`src/design/backend_pkg.sv`:
```
package backend_pkg;

	// datapath widths
	localparam int DATA_W    = 16;
	localparam int PREG_W    = 6;
	localparam int NUM_PREGS = 64;

	// alu mode field
	localparam int MODE_W = 3;

	localparam logic [MODE_W-1:0] MODE_ADD  = 3'd0;
	localparam logic [MODE_W-1:0] MODE_AND  = 3'd1;
	localparam logic [MODE_W-1:0] MODE_OR   = 3'd2;
	localparam logic [MODE_W-1:0] MODE_XOR  = 3'd3;
	localparam logic [MODE_W-1:0] MODE_SLL  = 3'd4;
	localparam logic [MODE_W-1:0] MODE_SRL  = 3'd5;
	localparam logic [MODE_W-1:0] MODE_MOV  = 3'd6;
	localparam logic [MODE_W-1:0] MODE_SLTU = 3'd7;

	// execution lane select
	localparam logic UNIT_ALU  = 1'b0;
	localparam logic UNIT_MULT = 1'b1;

endpackage

```
`src/design/backend_ifs.sv`:
```
`timescale 1ns/1ns

// one decoded operation, broadcast to both lanes
interface ex_op_if;
	import backend_pkg::*;

	logic              vld;
	logic              unit;
	logic [DATA_W-1:0] op1;
	logic [DATA_W-1:0] op2;
	logic [DATA_W-1:0] imm;
	logic              imm_vld;
	logic              ldi;
	logic              inv_rt;
	logic [MODE_W-1:0] mode;
	logic [PREG_W-1:0] dst;
	logic              reg_wrt;

	modport src (
		output vld, unit, op1, op2, imm, imm_vld, ldi, inv_rt, mode, dst, reg_wrt
	);

	modport sink (
		input vld, unit, op1, op2, imm, imm_vld, ldi, inv_rt, mode, dst, reg_wrt
	);

endinterface

// write-back from one lane's ex/wb register
interface wb_if;
	import backend_pkg::*;

	logic              vld;
	logic              wrt;
	logic [PREG_W-1:0] dst;
	logic [DATA_W-1:0] data;

	modport src (
		output vld, wrt, dst, data
	);

	modport sink (
		input vld, wrt, dst, data
	);

endinterface

```
`src/design/reg_file.sv`:
```
`timescale 1ns/1ns

module reg_file (
	input  logic                           clk,
	input  logic                           rst_n,
	input  logic [backend_pkg::PREG_W-1:0] rd_a,
	input  logic [backend_pkg::PREG_W-1:0] rd_b,
	output logic [backend_pkg::DATA_W-1:0] rd_a_data,
	output logic [backend_pkg::DATA_W-1:0] rd_b_data,
	wb_if.sink                             wb_alu,
	wb_if.sink                             wb_mult
);
	import backend_pkg::*;

	logic [DATA_W-1:0] regs [NUM_PREGS];

	logic alu_we;
	logic mult_we;

	// a reported write-back only lands when its write flag is set
	assign alu_we  = wb_alu.vld && wb_alu.wrt;
	assign mult_we = wb_mult.vld && wb_mult.wrt;

	always_ff @(posedge clk) begin
		if (!rst_n) begin
			for (int i = 0; i < NUM_PREGS; i++) begin
				regs[i] <= '0;
			end
		end else begin
			if (alu_we) begin
				regs[wb_alu.dst] <= wb_alu.data;
			end
			// multiplier port last so it wins on a clash
			if (mult_we) begin
				regs[wb_mult.dst] <= wb_mult.data;
			end
		end
	end

	// combinational reads, no bypass from this cycle's writes
	assign rd_a_data = regs[rd_a];
	assign rd_b_data = regs[rd_b];

endmodule

```
`src/design/operand_stage.sv`:
```
`timescale 1ns/1ns

module operand_stage (
	input  logic                           clk,
	input  logic                           rst_n,
	input  logic                           issue_vld,
	input  logic                           issue_unit,
	input  logic [backend_pkg::PREG_W-1:0] issue_src1,
	input  logic [backend_pkg::PREG_W-1:0] issue_src2,
	input  logic [backend_pkg::PREG_W-1:0] issue_dst,
	input  logic [backend_pkg::DATA_W-1:0] issue_imm,
	input  logic                           issue_imm_vld,
	input  logic                           issue_ldi,
	input  logic                           issue_inv_rt,
	input  logic [backend_pkg::MODE_W-1:0] issue_mode,
	input  logic                           issue_reg_wrt,
	output logic [backend_pkg::PREG_W-1:0] rd_a,
	output logic [backend_pkg::PREG_W-1:0] rd_b,
	input  logic [backend_pkg::DATA_W-1:0] rd_a_data,
	input  logic [backend_pkg::DATA_W-1:0] rd_b_data,
	ex_op_if.src                           op
);
	import backend_pkg::*;

	// issue register
	logic              iss_vld;
	logic              iss_unit;
	logic [PREG_W-1:0] iss_src1;
	logic [PREG_W-1:0] iss_src2;
	logic [PREG_W-1:0] iss_dst;
	logic [DATA_W-1:0] iss_imm;
	logic              iss_imm_vld;
	logic              iss_ldi;
	logic              iss_inv_rt;
	logic [MODE_W-1:0] iss_mode;
	logic              iss_reg_wrt;

	always_ff @(posedge clk) begin
		if (!rst_n) begin
			iss_vld <= 1'b0;
		end else begin
			iss_vld <= issue_vld;
		end
	end

	always_ff @(posedge clk) begin
		iss_unit    <= issue_unit;
		iss_src1    <= issue_src1;
		iss_src2    <= issue_src2;
		iss_dst     <= issue_dst;
		iss_imm     <= issue_imm;
		iss_imm_vld <= issue_imm_vld;
		iss_ldi     <= issue_ldi;
		iss_inv_rt  <= issue_inv_rt;
		iss_mode    <= issue_mode;
		iss_reg_wrt <= issue_reg_wrt;
	end

	// register file is read during the cycle after issue
	assign rd_a = iss_src1;
	assign rd_b = iss_src2;

	// operand register feeding both lanes
	always_ff @(posedge clk) begin
		if (!rst_n) begin
			op.vld <= 1'b0;
		end else begin
			op.vld <= iss_vld;
		end
	end

	always_ff @(posedge clk) begin
		op.unit    <= iss_unit;
		op.op1     <= rd_a_data;
		op.op2     <= rd_b_data;
		op.imm     <= iss_imm;
		op.imm_vld <= iss_imm_vld;
		op.ldi     <= iss_ldi;
		op.inv_rt  <= iss_inv_rt;
		op.mode    <= iss_mode;
		op.dst     <= iss_dst;
		op.reg_wrt <= iss_reg_wrt;
	end

endmodule

```
`src/design/alu_unit.sv`:
```
`timescale 1ns/1ns

module alu_unit (
	input logic   clk,
	input logic   rst_n,
	ex_op_if.sink op,
	wb_if.src     wb
);
	import backend_pkg::*;

	localparam int SHAMT_W = $clog2(DATA_W);

	logic              take;
	logic [DATA_W-1:0] opnd2_sel;
	logic [DATA_W-1:0] opnd2;
	logic              carry_in;
	logic [DATA_W-1:0] sum;
	logic [SHAMT_W-1:0] shamt;
	logic [DATA_W-1:0] result;

	assign take = op.vld && (op.unit == UNIT_ALU);

	// operand 2 select, then optional invert
	assign opnd2_sel = op.imm_vld ? op.imm : op.op2;
	assign opnd2     = op.inv_rt ? ~opnd2_sel : opnd2_sel;

	// inverted add plus one is a subtract
	assign carry_in = op.inv_rt && (op.mode == MODE_ADD);
	assign sum      = op.op1 + opnd2 + DATA_W'(carry_in);
	assign shamt    = opnd2[SHAMT_W-1:0];

	always_comb begin
		result = op.op1;
		case (op.mode)
			MODE_ADD:  result = sum;
			MODE_AND:  result = op.op1 & opnd2;
			MODE_OR:   result = op.op1 | opnd2;
			MODE_XOR:  result = op.op1 ^ opnd2;
			MODE_SLL:  result = op.op1 << shamt;
			MODE_SRL:  result = op.op1 >> shamt;
			MODE_MOV:  result = op.op1;
			MODE_SLTU: result = DATA_W'(op.op1 < opnd2);
		endcase
		// load-immediate overrides the mode
		if (op.ldi) begin
			result = op.imm;
		end
	end

	// ex/wb register
	always_ff @(posedge clk) begin
		if (!rst_n) begin
			wb.vld <= 1'b0;
		end else begin
			wb.vld <= take;
		end
	end

	always_ff @(posedge clk) begin
		if (take) begin
			wb.data <= result;
			wb.dst  <= op.dst;
			wb.wrt  <= op.reg_wrt;
		end
	end

endmodule

```
`src/design/mult_unit.sv`:
```
`timescale 1ns/1ns

module mult_unit #(
	parameter int MULT_LATENCY = 4
) (
	input  logic  clk,
	input  logic  rst_n,
	ex_op_if.sink op,
	output logic  free,
	wb_if.src     wb
);
	import backend_pkg::*;

	localparam int CNT_W = $clog2(MULT_LATENCY) + 1;

	logic              busy;
	logic              offered;
	logic              take;
	logic [CNT_W-1:0]  cnt;
	logic [DATA_W-1:0] src_b;
	logic [DATA_W-1:0] mul_a;
	logic [DATA_W-1:0] mul_b;
	logic [DATA_W-1:0] prod_lo;

	assign offered = op.vld && (op.unit == UNIT_MULT);
	// a multiply offered while busy is simply lost
	assign take    = offered && !busy;
	assign free    = !busy && !offered;

	assign src_b   = op.imm_vld ? op.imm : op.op2;
	assign prod_lo = mul_a * mul_b;

	always_ff @(posedge clk) begin
		if (!rst_n) begin
			busy   <= 1'b0;
			cnt    <= '0;
			wb.vld <= 1'b0;
		end else begin
			wb.vld <= 1'b0;
			if (take) begin
				cnt <= CNT_W'(MULT_LATENCY - 1);
				if (MULT_LATENCY == 1) begin
					wb.vld <= 1'b1;
				end else begin
					busy <= 1'b1;
				end
			end else if (busy) begin
				cnt <= cnt - 1'b1;
				// last busy cycle
				if (cnt == CNT_W'(1)) begin
					busy   <= 1'b0;
					wb.vld <= 1'b1;
				end
			end
		end
	end

	// operand latches and result word
	always_ff @(posedge clk) begin
		if (take) begin
			mul_a  <= op.op1;
			mul_b  <= src_b;
			wb.dst <= op.dst;
			wb.wrt <= op.reg_wrt;
			if (MULT_LATENCY == 1) begin
				wb.data <= op.op1 * src_b;
			end
		end else if (busy && cnt == CNT_W'(1)) begin
			wb.data <= prod_lo;
		end
	end

endmodule

```
`src/design/exec_backend.sv`:
```
`timescale 1ns/1ns

module exec_backend #(
	parameter int MULT_LATENCY = 4
) (
	input  logic                           clk,
	input  logic                           rst_n,
	input  logic                           issue_vld,
	input  logic                           issue_unit,
	input  logic [backend_pkg::PREG_W-1:0] issue_src1,
	input  logic [backend_pkg::PREG_W-1:0] issue_src2,
	input  logic [backend_pkg::PREG_W-1:0] issue_dst,
	input  logic [backend_pkg::DATA_W-1:0] issue_imm,
	input  logic                           issue_imm_vld,
	input  logic                           issue_ldi,
	input  logic                           issue_inv_rt,
	input  logic [backend_pkg::MODE_W-1:0] issue_mode,
	input  logic                           issue_reg_wrt,
	output logic                           mult_free,
	output logic                           alu_wb_vld,
	output logic [backend_pkg::PREG_W-1:0] alu_wb_dst,
	output logic [backend_pkg::DATA_W-1:0] alu_wb_data,
	output logic                           mult_wb_vld,
	output logic [backend_pkg::PREG_W-1:0] mult_wb_dst,
	output logic [backend_pkg::DATA_W-1:0] mult_wb_data
);

	logic [backend_pkg::PREG_W-1:0] rd_a;
	logic [backend_pkg::PREG_W-1:0] rd_b;
	logic [backend_pkg::DATA_W-1:0] rd_a_data;
	logic [backend_pkg::DATA_W-1:0] rd_b_data;

	ex_op_if ex_op ();
	wb_if    alu_wb ();
	wb_if    mult_wb ();

	operand_stage i_operand_stage (
		.clk           (clk),
		.rst_n         (rst_n),
		.issue_vld     (issue_vld),
		.issue_unit    (issue_unit),
		.issue_src1    (issue_src1),
		.issue_src2    (issue_src2),
		.issue_dst     (issue_dst),
		.issue_imm     (issue_imm),
		.issue_imm_vld (issue_imm_vld),
		.issue_ldi     (issue_ldi),
		.issue_inv_rt  (issue_inv_rt),
		.issue_mode    (issue_mode),
		.issue_reg_wrt (issue_reg_wrt),
		.rd_a          (rd_a),
		.rd_b          (rd_b),
		.rd_a_data     (rd_a_data),
		.rd_b_data     (rd_b_data),
		.op            (ex_op.src)
	);

	reg_file i_reg_file (
		.clk       (clk),
		.rst_n     (rst_n),
		.rd_a      (rd_a),
		.rd_b      (rd_b),
		.rd_a_data (rd_a_data),
		.rd_b_data (rd_b_data),
		.wb_alu    (alu_wb.sink),
		.wb_mult   (mult_wb.sink)
	);

	alu_unit i_alu_unit (
		.clk   (clk),
		.rst_n (rst_n),
		.op    (ex_op.sink),
		.wb    (alu_wb.src)
	);

	mult_unit #(
		.MULT_LATENCY (MULT_LATENCY)
	) i_mult_unit (
		.clk   (clk),
		.rst_n (rst_n),
		.op    (ex_op.sink),
		.free  (mult_free),
		.wb    (mult_wb.src)
	);

	// write-backs out to the top-level ports
	assign alu_wb_vld   = alu_wb.vld;
	assign alu_wb_dst   = alu_wb.dst;
	assign alu_wb_data  = alu_wb.data;
	assign mult_wb_vld  = mult_wb.vld;
	assign mult_wb_dst  = mult_wb.dst;
	assign mult_wb_data = mult_wb.data;

endmodule

```
`config.mk`:
```
export PLATFORM = sky130hd
export DESIGN_NAME = exec_backend
export DESIGN_NICKNAME = d
export VERILOG_FILES = /design/src/design/backend_pkg.sv /design/src/design/backend_ifs.sv /design/src/design/reg_file.sv /design/src/design/operand_stage.sv /design/src/design/alu_unit.sv /design/src/design/mult_unit.sv /design/src/design/exec_backend.sv
export SDC_FILE = /design/constraint.sdc
export NUM_CORES = 2
export LEC_CHECK = 0
export ABC_AREA = 0
export BUFFER_PORTS_ARGS = -buffer_cell sky130_fd_sc_hd__buf_4
export CAP_MARGIN = 20
export CELL_PAD_IN_SITES_DETAIL_PLACEMENT = 1
export CELL_PAD_IN_SITES_GLOBAL_PLACEMENT = 1
export CORE_ASPECT_RATIO = 0.6
export CORE_UTILIZATION = 35
export DETAILED_ROUTE_END_ITERATION = 12
export PLACE_DENSITY_LB_ADDON = 0.15
export SLEW_MARGIN = 0
export SYNTH_ARGS = -nofsm -noshare
export SYNTH_HDL_FRONTEND = slang
export SYNTH_SLANG_ARGS = --single-unit
```
`constraint.sdc`:
```
create_clock -name clk -period 5.4 [get_ports clk]
set_clock_uncertainty 0.1 [all_clocks]
set_input_delay 1.08 -clock clk [delete_from_list [all_inputs] [get_ports clk]]
set_output_delay 1.08 -clock clk [all_outputs]
set_load 0.01 [all_outputs]
```
==> results by group <==
Placed design
  • Hpwl dp: 226 mm
  • Cell Area, Placed: roughly 0.077 mm2
  • Global placer's final weighted congestion: 0.999
  • Port buffer count: 91
  • Inst Count DP: 7499

Power
  • Pwr Density: between 300 and 400 mW/mm2
  • Sw Share: 30.0%
  • Sequential share of power: 43.5%
  • Peak VDD IR: 245 uV
  • Leakage power: between 20 and 30 nW
  • Sw Pwr: about 0.0076 W
  • Clock power share: 36.5%
  • P_int: between 0.015 and 0.02 W
  • Gate power share: roughly 20%

Worst setup path
  • Crit path buf inv count: 2
  • Critical path type: reg2reg
  • Maximum fanout along the worst path: 13
  • Critical path capture point type: flip-flop
  • Max stage delay on crit path: 690 ps
  • Critical path's top delay family: compound AO/OA/AOI/OAI gates
  • Req. time, crit path: between 5000 and 6000 ps
  • Cell type of the slowest stage on the worst timing path: xnor2_1
  • CP arrival: 5660 ps
  • Crit-path cells: buf_4, mux2i_1, xnor2_1, inv_1, ha_1, or4_1, a2111oi_0, o31ai_1, a32oi_1, a31oi_1
  • CP Launch Type: flip-flop

Logic synthesis
  • Post-synthesis compound-gate area fraction: 15.4%
  • Register area share after synthesis: 49.5%
  • Synth top area share: 46.3%
  • Syn avg cell area: 14.7 um2
  • Synth unique cells: 76
  • Most area-consuming cells after synthesis: edfxtp_1, mux4_2, a22o_1
  • Post-Synth Simple-Gate Area: 3.78%
  • Most frequent cell after synthesis: edfxtp_1
  • Net count after synthesis: 5097
  • Post-Synth XOR/XNOR Area: 0.811%
  • Largest family of logic cells by synthesized area: multiplexers
  • Post-Synth Adder-Cell Area: under 10%
  • Ys async rst share: 0%
  • Synthesized instance count: between 4k and 5k
  • EDFF count, synth: 1102
  • Multiplexer share of the synthesized area: around 22%
  • Post-synth top cells: edfxtp_1, a22o_1, mux4_2, clkbuf_1, nand2_1
  • Area of the mapped netlist: 0.0714 mm2
  • Ys flop type: edfxtp_1
  • Top cell type by total area after synthesis: edfxtp_1
  • Synthesis Warnings: 0
  • Yosys reg bits: about 1.2k

STA
  • Final hold viol count: 0
  • Min cycle time layout: 5340 ps
  • Setup TNS Final: 0 ps
  • Final Max Tran Viols: 0
  • Fin crit share: 98.8%
  • Endpoints failing setup: 0
  • Slew HR: 19.2%
  • RSZ-0062 raised after global routing: true
  • Worst slew pin tran: around 1200 ps
  • Fmax: 187 MHz
  • WHS: 228 ps

Status
  • Status: completed

Clocking
  • CTS tree: built
  • Worst skew pair latency: 820 ps
  • H-tree levels: 4
  • Max clock buf depth: 4
  • Post-CTS Hold Buffers: 0
  • Worst-path clk slew: 70 ps
  • Cts bufs inserted: 138
  • CTS sink count: approximately 1.2k
  • Clk root buf: clkbuf_16

Global routing
  • Total Routing Usage GR: 31.2%
  • First-pass GRT wire length: 444 mm
  • Vias in the first global route: 49.9k
  • Gr ovfl total: 0
  • Largest net degree at the start of global routing: 94
  • Initial antenna violation count: 46

Final layout
  • Final instance area: 0.0813 mm2
  • Layout Utilization: 40.1%
  • Area grow syn2layout: 13.9%
  • Share of cells above drive strength 1: 29.2%
  • Final Non-Filler Cells: 7774
  • Fill count: 20.4k
  • NumNets Final: 5174

Floorplan
  • Core box area: 0.203 mm2
  • Rows: ~130
  • Die W: 585 um
  • Number of top-level pins: 92
  • Die area: slightly above 0.2 mm2
  • Chip height: 352 um
  • Starting Density: 35.2%

Detailed routing
  • Drt pass-1 iters: 6
  • Initial DRC count: slightly below 9k
  • Met2 wire length: 122 mm
  • Max Used Layer: met5
  • Remaining DRCs: 0
  • Post-DR vias/cell: 6.77
  • Final ANT Viol Nets: 0
  • Met3 routed WL: 52.2 mm
  • Avg WL per Cell: between 40 and 50 um
  • Total Wirelength: approximately 330 mm
  • Routed vias: approximately 53k
  • Post-Route M1 WL: 145 mm

Hold path
  • Hold Crit Class: reg2reg

Flow run
  • Max-cap viol count: 0
-- cell families after synthesis --
kind of cell    Yosys count
xor+xnor                 62
mux                     737
flops                  1214
buf+inv                 776
simple gates            586
compound gates         1313
fa+ha+maj               182
-- cell type report --
cell class	instances	area, um2	area share [%]
Sequential cell	1214	35400	43.5
Clock buffer	168	3620	4.45
Timing Repair Buffer	532	4430	5.44
Antenna cell	5	12.5	0.0154
Clock inverter	64	487	0.598
Tap cell	2730	3420	4.20
Inverter	181	681	0.837
Multi-Input combinational cell	2880	33300	41.0
-- stage by stage --
| step | setup slack [ps] | power (W) |
|---|---|---|
| 2_1_floorplan | 256 | 0.0137 |
| 3_3_place_gp | -125 | 0.0157 |
| 3_5_place_dp | -145 | 0.0157 |
| 4_1_cts | 1.73 | 0.0249 |
| 5_1_grt | -112 | 0.0258 |
| 6_report | 62.9 | 0.0252 |
-- final timing paths --
check / startpoint / end / slack [ps] / cells past startpoint
hold reg to reg: i_operand_stage.iss_reg_wrt / i_operand_stage.op.reg_wrt / 230 / 0
setup reg to reg: i_operand_stage.op.imm_vld / i_alu_unit.wb.data[0] / 60 / 10
setup / recovery: i_operand_stage.op.imm_vld / i_alu_unit.wb.data[0] / 60 / 10
hold / removal: i_operand_stage.iss_reg_wrt / i_operand_stage.op.reg_wrt / 230 / 0
-- worst register-to-register path: stages, from the launching register on --
cell	delay, ps
dfxtp_1	620
buf_4	340
mux2i_1	180
xnor2_1	690
inv_1	180
ha_1	510
or4_1	680
a2111oi_0	690
o31ai_1	340
a32oi_1	290
a31oi_1	340
-- per-layer routing --
| layer | up-vias | track usage, % |
|---|---|---|
| met4 | 34 | 5.95 |
| met3 | 396 | 14.4 |
| met2 | 3631 | 38.4 |
| li1 | 20154 | - |
| met5 | - | 0.510 |
| met1 | 28385 | 48.7 |
-- state kept, by name (all words and copies together), names as in the netlist, 16 cells and up --
signal / cells
i_mult_unit.wb.data: 16
i_alu_unit.wb.data: 16
i_mult_unit.mul_a: 16
i_operand_stage.iss_imm: 16
i_operand_stage.op.op2: 16
i_operand_stage.op.imm: 16
i_reg_file.regs: 1024
i_operand_stage.op.op1: 16
i_mult_unit.mul_b: 16
-- power groups by stage --
stage / logic (W) / registers (W) / clock network [W]
after floorplan: 0.00269 / 0.0110 / 0
after global placement: 0.00458 / 0.0111 / 0
after detailed placement: 0.00459 / 0.0111 / 0
after CTS: 0.00464 / 0.0109 / 0.00928
after global routing: 0.00523 / 0.0110 / 0.00962
final: 0.00503 / 0.0110 / 0.00921
-- cells in the final DEF (no fill, tap or decap), drive strengths merged, types with 55 or more instances in the layout --
cell type	netlist	layout
a21oi	62	62
edfxtp	1102	1102
nand2	195	195
o211ai	65	65
nor2	181	181
mux2i	55	55
a22o	1024	1024
dfxtp	112	112
fa	82	82
mux4	679	679
buf	123	532
clkbuf	472	168
inv	179	185
ha	100	100
and2	70	70
-- timing repair --
action                     4_1_cts  5_1_grt
hold endpoints to repair         0        0
pin swaps                       15       43
setup endpoints to repair        2        4
setup buffers                   18       17
gates resized for setup         17       60
gates cloned                     0        1
Power figures use the tool's default switching activity.
